File: config.mk
export PLATFORM = sky130hd
export DESIGN_NAME = smpc_top
export DESIGN_NICKNAME = d
export VERILOG_FILES = /design/src/logic/smpc_pkg.sv /design/src/logic/smpc_oreg_ram.sv /design/src/logic/smpc_oreg_builder.sv /design/src/logic/smpc_host_regs.sv /design/src/logic/smpc_rtc.sv /design/src/logic/smpc_command_seq.sv /design/src/logic/smpc_top.sv
export SDC_FILE = /design/constraint.sdc
export NUM_CORES = 1
export LEC_CHECK = 0
export BUFFER_PORTS_ARGS = -buffer_cell sky130_fd_sc_hd__buf_4
export CORE_MARGIN = 8
export CORE_UTILIZATION = 41
export CTS_BUF_LIST = sky130_fd_sc_hd__clkbuf_4 sky130_fd_sc_hd__clkbuf_8 sky130_fd_sc_hd__clkbuf_16
export DETAILED_ROUTE_END_ITERATION = 10
export PLACE_DENSITY = 0.67
export SLEW_MARGIN = 20
export SYNTH_ARGS = -nofsm -noshare
export SYNTH_HDL_FRONTEND = slang
export SYNTH_SLANG_ARGS = --single-unit
File: constraint.sdc
create_clock -name CLK -period 7.3 [get_ports CLK]
set_clock_uncertainty 0.05 [all_clocks]
set_input_delay 0.365 -clock CLK [delete_from_list [all_inputs] [get_ports CLK]]
set_output_delay 0.365 -clock CLK [all_outputs]
set_load 0.01 [all_outputs]
File: src/logic/smpc_pkg.sv
package smpc_pkg;

	typedef enum logic [7:0] {
		CMD_MSHON   = 8'h00,
		CMD_SSHON   = 8'h02,
		CMD_SSHOFF  = 8'h03,
		CMD_SNDON   = 8'h06,
		CMD_SNDOFF  = 8'h07,
		CMD_INTBACK = 8'h10,
		CMD_SETTIME = 8'h16,
		CMD_NMIREQ  = 8'h18,
		CMD_RESENAB = 8'h19,
		CMD_RESDISA = 8'h1A
	} cmd_t;

	localparam logic [15:0] WAIT_ACCEPT  = 16'd90;
	localparam logic [15:0] WAIT_POWER   = 16'd120;
	localparam logic [15:0] WAIT_INTBACK = 16'd800;
	localparam logic [15:0] WAIT_SETTIME = 16'd279;
	localparam logic [15:0] WAIT_NMI     = 16'd127;

	localparam logic [4:0] OREG_ECHO_IDX = 5'd31;

	localparam logic [6:0] REG_IREG0  = 7'h01;
	localparam logic [6:0] REG_IREG6  = 7'h0D;
	localparam logic [6:0] REG_COMREG = 7'h1F;
	localparam logic [6:0] REG_OREG0  = 7'h21;
	localparam logic [6:0] REG_OREG31 = 7'h5F;
	localparam logic [6:0] REG_SR     = 7'h61;
	localparam logic [6:0] REG_SF     = 7'h63;

	typedef struct packed {
		logic [15:0] year;
		logic [3:0]  weekday;
		logic [3:0]  month;     // 1..12, plain binary nibble
		logic [7:0]  day;
		logic [7:0]  hour;
		logic [7:0]  minute;
		logic [7:0]  second;
	} rtc_time_t;

	typedef struct packed {
		logic msh_res_n;
		logic msh_nmi_n;
		logic ssh_res_n;
		logic ssh_nmi_n;
		logic snd_res_n;
	} reset_lines_t;

	typedef struct packed {
		logic       valid;
		logic [4:0] idx;
		logic       status;     // 1 = status byte, 0 = command echo
	} oreg_req_t;

	typedef struct packed {
		logic [7:0]      comreg;
		logic [6:0][7:0] ireg;
		logic            cmd_new;
	} host_cmd_t;

endpackage

File: src/logic/smpc_oreg_ram.sv
`timescale 1ns/1ps

module smpc_oreg_ram (
	input  logic       CLK,
	input  logic [4:0] waddr,
	input  logic [7:0] wdata,
	input  logic       we,
	input  logic [4:0] raddr,
	output logic [7:0] q
);

	logic [7:0] mem [32];

	always_ff @(posedge CLK) begin
		if (we)
			mem[waddr] <= wdata;
	end

	assign q = mem[raddr];     // Read port is combinational

endmodule

File: src/logic/smpc_oreg_builder.sv
`timescale 1ns/1ps

module smpc_oreg_builder (
	input  logic                   CLK,
	input  logic                   RST_N,
	input  smpc_pkg::oreg_req_t    oreg_req,
	input  smpc_pkg::rtc_time_t    now,
	input  smpc_pkg::reset_lines_t lines,
	input  logic                   resd,
	input  logic                   ste,
	input  logic [7:0]             comreg,
	input  logic [4:0]             oreg_raddr,
	output logic [7:0]             oreg_q
);
	import smpc_pkg::*;

	logic [7:0] status_byte;
	logic       we_q;
	logic [4:0] waddr_q;
	logic [7:0] wdata_q;

	always_comb begin
		case (oreg_req.idx)
			5'd0: status_byte = {ste, resd, 6'b000000};
			5'd1: status_byte = now.year[15:8];
			5'd2: status_byte = now.year[7:0];
			5'd3: status_byte = {now.weekday, now.month};
			5'd4: status_byte = now.day;
			5'd5: status_byte = now.hour;
			5'd6: status_byte = now.minute;
			5'd7: status_byte = now.second;
			5'd10: status_byte = {4'b0011, ~lines.msh_nmi_n, 2'b10, ~lines.snd_res_n};
			OREG_ECHO_IDX: status_byte = comreg;
			default: status_byte = 8'h00;
		endcase
	end

	always_ff @(posedge CLK or negedge RST_N) begin
		if (!RST_N)
			we_q <= 1'b0;
		else
			we_q <= oreg_req.valid;
	end

	always_ff @(posedge CLK) begin
		waddr_q <= oreg_req.idx;
		wdata_q <= status_byte;
	end

	smpc_oreg_ram u_oreg_ram (
		.CLK   (CLK),
		.waddr (waddr_q),
		.wdata (wdata_q),
		.we    (we_q),
		.raddr (oreg_raddr),
		.q     (oreg_q)
	);

endmodule

File: src/logic/smpc_host_regs.sv
`timescale 1ns/1ps

module smpc_host_regs (
	input  logic                CLK,
	input  logic                RST_N,
	input  logic                MRES_N,
	input  logic [6:1]          A,
	input  logic [7:0]          DI,
	input  logic                CS_N,
	input  logic                RW_N,
	input  logic [7:0]          oreg_q,
	input  logic                sf_clear,
	input  logic                sr_status,
	output smpc_pkg::host_cmd_t host,
	output logic [4:0]          oreg_raddr,
	output logic [7:0]          DO
);
	import smpc_pkg::*;

	logic [6:0]      addr;
	logic [6:0][7:0] ireg;
	logic [7:0]      comreg;
	logic            cmd_new;
	logic            sf;
	logic [1:0]      sr_hi;
	logic [7:0]      sr;
	logic            rw_n_old;
	logic            cs_n_old;
	logic            wr_stb;
	logic            rd_stb;

	assign addr = {A, 1'b1};
	assign wr_stb = !RW_N && rw_n_old && !CS_N;     // Falling RW_N while selected
	assign rd_stb = !CS_N && cs_n_old && RW_N;
	assign sr = {sr_hi, 2'b00, ireg[1][7:4]};
	assign oreg_raddr = 5'(A - 6'h10);

	assign host = '{comreg: comreg, ireg: ireg, cmd_new: cmd_new};

	always_ff @(posedge CLK or negedge RST_N) begin
		if (!RST_N) begin
			rw_n_old <= 1'b1;
			ireg <= '0;
			comreg <= '0;
			cmd_new <= 1'b0;
			sf <= 1'b0;
		end else begin
			rw_n_old <= RW_N;
			cmd_new <= 1'b0;
			if (sf_clear)
				sf <= 1'b0;
			if (wr_stb) begin
				if (addr >= REG_IREG0 && addr <= REG_IREG6) begin
					ireg[A[3:1]] <= DI;
				end else if (addr == REG_COMREG) begin
					comreg <= DI;
					cmd_new <= 1'b1;
				end else if (addr == REG_SF && DI[0]) begin
					sf <= 1'b1;     // Host hands the command over
				end
			end
		end
	end

	always_ff @(posedge CLK or negedge RST_N) begin
		if (!RST_N)
			sr_hi <= 2'b00;
		else if (!MRES_N)
			sr_hi <= 2'b00;
		else if (sr_status)
			sr_hi <= 2'b01;
	end

	always_ff @(posedge CLK or negedge RST_N) begin
		if (!RST_N) begin
			cs_n_old <= 1'b1;
			DO <= '0;
		end else begin
			cs_n_old <= CS_N;
			if (rd_stb) begin
				if (addr >= REG_OREG0 && addr <= REG_OREG31)
					DO <= oreg_q;
				else if (addr == REG_SR)
					DO <= sr;
				else if (addr == REG_SF)
					DO <= {7'b0000000, sf};
				else
					DO <= '0;
			end
		end
	end

endmodule

File: src/logic/smpc_rtc.sv
`timescale 1ns/1ps

module smpc_rtc #(
	parameter int TICKS_PER_SEC = 4000000
) (
	input  logic                CLK,
	input  logic                RST_N,
	input  logic                CE,
	input  logic                load,
	input  smpc_pkg::rtc_time_t load_time,
	output smpc_pkg::rtc_time_t now
);

	localparam int PW = $clog2(TICKS_PER_SEC + 1);

	logic [PW-1:0] presc;
	logic          sec_wrap;

	function automatic logic [7:0] bcd_inc(input logic [7:0] v);
		logic [7:0] r;
		r = v + 8'd1;
		if (v[3:0] == 4'd9)
			r = {v[7:4] + 4'd1, 4'd0};
		if (v == 8'h99)
			r = 8'h00;
		return r;
	endfunction

	// No leap years
	function automatic logic [7:0] last_day(input logic [3:0] m);
		case (m)
			4'd2: return 8'h28;
			4'd4, 4'd6, 4'd9, 4'd11: return 8'h30;
			default: return 8'h31;
		endcase
	endfunction

	assign sec_wrap = (presc == PW'(TICKS_PER_SEC - 1));

	always_ff @(posedge CLK or negedge RST_N) begin
		if (!RST_N) begin
			presc <= '0;
			now <= '{year: 16'h2024, weekday: 4'd0, month: 4'd1, day: 8'h01,
				hour: 8'h00, minute: 8'h00, second: 8'h00};
		end else if (load) begin
			presc <= '0;     // Restart the second on a new time
			now <= load_time;
		end else if (CE) begin
			presc <= sec_wrap ? '0 : presc + 1'b1;
			if (sec_wrap) begin
				if (now.second == 8'h59) begin
					now.second <= 8'h00;
					if (now.minute == 8'h59) begin
						now.minute <= 8'h00;
						if (now.hour == 8'h23) begin
							now.hour <= 8'h00;
							now.weekday <= (now.weekday == 4'd6) ? 4'd0 : now.weekday + 4'd1;
							if (now.day == last_day(now.month)) begin
								now.day <= 8'h01;
								if (now.month == 4'd12) begin
									now.month <= 4'd1;
									now.year[7:0] <= bcd_inc(now.year[7:0]);
									if (now.year[7:0] == 8'h99)
										now.year[15:8] <= bcd_inc(now.year[15:8]);
								end else begin
									now.month <= now.month + 4'd1;
								end
							end else begin
								now.day <= bcd_inc(now.day);
							end
						end else begin
							now.hour <= bcd_inc(now.hour);
						end
					end else begin
						now.minute <= bcd_inc(now.minute);
					end
				end else begin
					now.second <= bcd_inc(now.second);
				end
			end
		end
	end

endmodule

File: src/logic/smpc_command_seq.sv
`timescale 1ns/1ps

module smpc_command_seq (
	input  logic                   CLK,
	input  logic                   RST_N,
	input  logic                   CE,
	input  logic                   MRES_N,
	input  logic                   TIME_SET,
	input  smpc_pkg::host_cmd_t    host,
	output smpc_pkg::reset_lines_t lines,
	output logic                   resd,
	output logic                   ste,
	output logic                   mirq_n,
	output logic                   rtc_load,
	output smpc_pkg::oreg_req_t    oreg_req,
	output logic                   sf_clear,
	output logic                   sr_status
);
	import smpc_pkg::*;

	typedef enum logic [2:0] {
		S_IDLE,
		S_WAIT,
		S_COMMAND,
		S_EXEC,
		S_END
	} state_t;

	state_t      state;
	state_t      next_state;
	logic [15:0] wait_cnt;
	logic [4:0]  oreg_cnt;
	logic        cmd_pend;
	cmd_t        cmd;
	logic        is_intback;
	logic        intback_ok;
	logic        in_exec;

	assign cmd = cmd_t'(host.comreg);
	assign is_intback = (cmd == CMD_INTBACK);
	assign intback_ok = host.ireg[2] == 8'hF0 && host.ireg[0][0];     // Status-only form
	assign in_exec = (state == S_EXEC) && CE;

	assign rtc_load = in_exec && cmd == CMD_SETTIME;
	assign sr_status = in_exec && is_intback && oreg_cnt == 5'd31;
	assign sf_clear = (state == S_END) && CE;

	always_comb begin
		oreg_req = '0;
		if (in_exec) begin
			oreg_req.valid = 1'b1;
			oreg_req.idx = is_intback ? oreg_cnt : OREG_ECHO_IDX;
			oreg_req.status = is_intback;
		end
	end

	// Holds a command written while busy
	always_ff @(posedge CLK or negedge RST_N) begin
		if (!RST_N)
			cmd_pend <= 1'b0;
		else if (host.cmd_new)
			cmd_pend <= 1'b1;
		else if (state == S_IDLE && CE)
			cmd_pend <= 1'b0;
	end

	always_ff @(posedge CLK or negedge RST_N) begin
		if (!RST_N) begin
			state <= S_IDLE;
			next_state <= S_IDLE;
			wait_cnt <= '0;
			oreg_cnt <= '0;
			lines <= '0;
			mirq_n <= 1'b1;
			resd <= 1'b1;
			ste <= 1'b0;
		end else if (!MRES_N) begin
			lines <= '{msh_res_n: 1'b1, msh_nmi_n: 1'b1, ssh_res_n: 1'b0,
				ssh_nmi_n: 1'b1, snd_res_n: 1'b0};
			mirq_n <= 1'b1;
			resd <= 1'b1;
			ste <= TIME_SET;
			state <= S_IDLE;
		end else if (CE) begin
			case (state)
				S_IDLE: begin
					if (cmd_pend) begin
						wait_cnt <= WAIT_ACCEPT;
						next_state <= S_COMMAND;
						state <= S_WAIT;
					end
				end
				S_WAIT: begin
					if (wait_cnt == 16'd0)
						state <= next_state;
					else
						wait_cnt <= wait_cnt - 16'd1;
				end
				S_COMMAND: begin
					oreg_cnt <= '0;
					next_state <= S_EXEC;
					state <= S_WAIT;
					case (cmd)
						CMD_MSHON, CMD_SSHON, CMD_SSHOFF, CMD_SNDON, CMD_SNDOFF:
							wait_cnt <= WAIT_POWER;
						CMD_INTBACK: begin
							if (intback_ok)
								wait_cnt <= WAIT_INTBACK;
							else
								state <= S_END;
						end
						CMD_SETTIME: wait_cnt <= WAIT_SETTIME;
						CMD_NMIREQ, CMD_RESENAB, CMD_RESDISA: wait_cnt <= WAIT_NMI;
						default: state <= S_EXEC;     // Unknown code is only echoed
					endcase
				end
				S_EXEC: begin
					state <= S_END;
					case (cmd)
						CMD_MSHON: begin
							lines.msh_res_n <= 1'b1;
							lines.msh_nmi_n <= 1'b1;
						end
						CMD_SSHON: begin
							lines.ssh_res_n <= 1'b1;
							lines.ssh_nmi_n <= 1'b1;
						end
						CMD_SSHOFF: begin
							lines.ssh_res_n <= 1'b0;
							lines.ssh_nmi_n <= 1'b1;
						end
						CMD_SNDON: lines.snd_res_n <= 1'b1;
						CMD_SNDOFF: lines.snd_res_n <= 1'b0;
						CMD_INTBACK: begin
							oreg_cnt <= oreg_cnt + 5'd1;
							if (oreg_cnt == 5'd31)
								mirq_n <= 1'b0;
							else
								state <= S_EXEC;     // One OREG byte per tick
						end
						CMD_SETTIME: ste <= 1'b1;
						CMD_NMIREQ: lines.msh_nmi_n <= 1'b0;
						CMD_RESENAB: resd <= 1'b0;
						CMD_RESDISA: resd <= 1'b1;
						default: ;
					endcase
				end
				S_END: begin
					mirq_n <= 1'b1;
					if (cmd == CMD_NMIREQ)
						lines.msh_nmi_n <= 1'b1;
					state <= S_IDLE;
				end
				default: state <= S_IDLE;
			endcase
		end
	end

endmodule

File: src/logic/smpc_top.sv
`timescale 1ns/1ps

module smpc_top #(
	parameter int TICKS_PER_SEC = 4000000
) (
	input  logic       CLK,
	input  logic       RST_N,
	input  logic       CE,
	input  logic       MRES_N,
	input  logic       TIME_SET,
	input  logic [6:1] A,
	input  logic [7:0] DI,
	input  logic       CS_N,
	input  logic       RW_N,
	output logic [7:0] DO,
	output logic       MSHRES_N,
	output logic       MSHNMI_N,
	output logic       SSHRES_N,
	output logic       SSHNMI_N,
	output logic       SNDRES_N,
	output logic       MIRQ_N
);
	import smpc_pkg::*;

	host_cmd_t    host;
	reset_lines_t lines;
	oreg_req_t    oreg_req;
	rtc_time_t    now;
	rtc_time_t    load_time;
	logic         resd;
	logic         ste;
	logic         rtc_load;
	logic         sf_clear;
	logic         sr_status;
	logic [4:0]   oreg_raddr;
	logic [7:0]   oreg_q;

	// SETTIME takes the new time from IREG0..6
	assign load_time = '{year: {host.ireg[0], host.ireg[1]}, weekday: host.ireg[2][7:4],
		month: host.ireg[2][3:0], day: host.ireg[3], hour: host.ireg[4],
		minute: host.ireg[5], second: host.ireg[6]};

	assign MSHRES_N = lines.msh_res_n;
	assign MSHNMI_N = lines.msh_nmi_n;
	assign SSHRES_N = lines.ssh_res_n;
	assign SSHNMI_N = lines.ssh_nmi_n;
	assign SNDRES_N = lines.snd_res_n;

	smpc_host_regs u_host_regs (
		.CLK (CLK), .RST_N (RST_N), .MRES_N (MRES_N),
		.A (A), .DI (DI), .CS_N (CS_N), .RW_N (RW_N),
		.oreg_q (oreg_q), .sf_clear (sf_clear), .sr_status (sr_status),
		.host (host), .oreg_raddr (oreg_raddr), .DO (DO)
	);

	smpc_rtc #(.TICKS_PER_SEC(TICKS_PER_SEC)) u_rtc (
		.CLK (CLK), .RST_N (RST_N), .CE (CE),
		.load (rtc_load), .load_time (load_time), .now (now)
	);

	smpc_command_seq u_command_seq (
		.CLK (CLK), .RST_N (RST_N), .CE (CE), .MRES_N (MRES_N), .TIME_SET (TIME_SET),
		.host (host), .lines (lines), .resd (resd), .ste (ste), .mirq_n (MIRQ_N),
		.rtc_load (rtc_load), .oreg_req (oreg_req), .sf_clear (sf_clear),
		.sr_status (sr_status)
	);

	smpc_oreg_builder u_oreg_builder (
		.CLK (CLK), .RST_N (RST_N), .oreg_req (oreg_req), .now (now), .lines (lines),
		.resd (resd), .ste (ste), .comreg (host.comreg),
		.oreg_raddr (oreg_raddr), .oreg_q (oreg_q)
	);

endmodule

==> run metrics <==
status=complete, no violations; minimum clock period after layout=3.86 ns; All-Layer GR Usage=0.180; Clk Latency, worst-skew pair=0.60 ns; Post-Route WL=55.0 mm; cells after synthesis=1,839; Seq cells post-synth=460; clk buf depth=3; Vert. Die Dim=245 um; GR Overflow Total=0; Top FF cell, synth=edfxtp_1; ys async rst share=0.415; initial antenna violation count=1; commonest non-fill, non-tap cell in the layout=edfxtp_1; Root Buffer=clkbuf_16; pwr dens=231 nW/um2; Final Hold Fails=0; placed cells=2,468; DRT iter0 DRCs=1,633; Mapped Area=21,500 um2; DP HPWL=35.3 mm; setup_tns=0 ns; Max Cap Viol=0; # port buffers=34; starting density of the core=0.411; crit share post-route=0.529; Post-synth EDFFs=256; CTS H-Tree Depth=2; clock power share=0.442; 1st-pass router iterations=6; Reg clk slew, reported paths=0.06 ns; max incr delay on CP=0.73 ns; Vias=15,124; critical path's top delay family=simple AND/OR/NAND/NOR gates; antenna cell count=0; vias per cell=5.92; most frequent cells in the layout=256 x edfxtp_1, 182 x dfrtp_1, 167 x nand2_1; die width=245 um; unrepaired setup endpoints after global routing=no; Core Box Area=52,200 um2; Leak=8.57 nW; CP max-delay cell=buf_4; fin cells=2,556; kind of critical path=flip-flop to flip-flop; Die ar.=60,000 um2; Final Max Slew Viols=0; CP Data Arrival Time=4.27 ns; Comb pwr share=0.046; critical path required time=7.71 ns; relative slew slack=0.226; cts repair resizes=0; largest net degree at the start of global routing=125; WL per Instance=21.5 um; Sw Share=0.222; switching power=1.23 mW; Critical path buffers and inverters=1; Layout area overhead=11.2%; endpoints failing setup=0; CTS tree=built; Final Power=5.53 mW; Slew @ Worst Pin=1.16 ns; crit path cell chain=nand4b_1 > nor4_4 > buf_4 > a21o_1 > and2_1 > o22ai_1 > nand2_1 > o21ai_0; Hold Crit Class=input pin to flip-flop; maximum clock frequency=0.259 GHz; proportion of layout cells with a drive suffix above 1=0.139; type of element capturing the critical path=flip-flop; Routed Antenna Nets=0; total CTS buffers=46; yosys warns=0; Rows=84; nets=1,888; fin area=23,900 um2; Worst Path Max Fanout=88; Distinct cells, synth=82; syn nets=1,895; DP Area=22,300 um2; I/O pin cnt=35; vias in the first global route=14,795; clock sinks=460; Avg Cell Area, Syn=11.7 um2; sequential cell area fraction in the yosys report=0.593; global-route wire length before repair=85.5 mm; DRC=0; gpl congestion=0.923; P_int=4.30 mW; share of power burned in registers=0.512; crit start category=flip-flop; VDD IR max=0.000181 V
-- per-stage QoR --
step                worst slack (ns)  hold WS (ns)   util
floorplan                       4.67        0.0194      -
global placement                3.57         0.384  0.426
detailed placement              3.45         0.386  0.426
CTS                             3.46        0.0142  0.457
global route                    3.05        0.0358  0.458
finish                          3.44        0.0448  0.458
-- what timing repair did --
action	CTS	global route
hold buffers	4	0
setup buffers	0	0
setup endpoints to repair	0	0
endpoints found under the hold margin	118	0
-- cell type report --
type / count / area [um2]
Multi-Input combinational cell: 1240 / 8200
Clock inverter: 14 / 151
Tap cell: 688 / 861
Sequential cell: 460 / 12700
Fill cell: 4696 / 28300
Inverter: 36 / 135
Clock buffer: 70 / 1420
Timing Repair Buffer: 48 / 378
-- power groups by stage --
stage | Clock [mW] | Combinational [mW] | Sequential [mW]
final | 2.44 | 0.252 | 2.83
after global routing | 2.59 | 0.277 | 2.84
after CTS | 2.48 | 0.254 | 2.83
after detailed placement | 0 | 0.251 | 2.88
after global placement | 0 | 0.246 | 2.88
after floorplan | 0 | 0.150 | 2.86
-- Yosys cell counts (all sizes together) (18+ instances only) --
cell      n  share of area
clkbuf   66          0.012
mux2     77          0.040
a221oi   22         0.0090
buf      37         0.0080
o21ai   136          0.032
nand3b   18         0.0063
a21oi   118          0.027
a22oi    26         0.0091
nand2b   18         0.0052
a22o     23         0.0094
nor3     42          0.010
nand2   167          0.029
mux2i    42          0.020
nand3    59          0.014
inv      35         0.0061
a211oi   21         0.0073
mux4     21          0.022
dfrtp   182           0.21
ha       35          0.020
edfxtp  256           0.36
a31oi    19         0.0055
nor2b    22         0.0064
nor2    160          0.028
-- logic make-up (layout without fill, tap and decap cells) --
logic type,Yosys count,count (layout),share of synthesized area
mux,140,140,0.0819
compound gates,448,448,0.132
buf+inv,139,168,0.0258
flops,460,460,0.593
xor+xnor,24,24,0.00978
fa+ha+maj,35,35,0.0204
simple gates,593,593,0.137
-- final timing paths --
kind | startpoint | endpoint | slack [ns] | cells past startpoint
worst max-delay path | u_command_seq.state[0] | u_rtc.presc[7] | 3.44 | 8
worst max register to register | u_command_seq.state[0] | u_rtc.presc[7] | 3.44 | 8
worst min-delay path | MRES_N | u_command_seq.lines[3] | 0.04 | 2
max in group asynchronous | RST_N | u_command_seq.lines[1] | 5.32 | 3
min in group asynchronous | RST_N | u_host_regs.host[51] | 0.41 | 2
worst min register to register | u_command_seq.next_state[1] | u_command_seq.next_state[1] | 0.40 | 2
-- metal layers --
metal	track usage	up-vias	share of wire
li1	-	6883	-
met1	0.233	7495	0.42
met2	0.291	624	0.47
met3	0.0392	122	0.074
met4	0.0757	0	0.037
met5	0	-	0
-- state kept, by name, indices dropped and copies added (netlist names), 2 cells and up --
name / cells
u_command_seq.next_state: 2
u_command_seq.state: 3
u_rtc.presc: 22
u_command_seq.oreg_cnt: 5
u_oreg_builder.waddr_q: 5
u_command_seq.lines: 5
u_rtc.now: 56
u_host_regs.DO: 8
u_host_regs.comreg: 8
u_command_seq.wait_cnt: 16
u_host_regs.host: 56
u_oreg_builder.u_oreg_ram.mem: 256
u_oreg_builder.wdata_q: 8
Power figures use the tool's default switching activity.
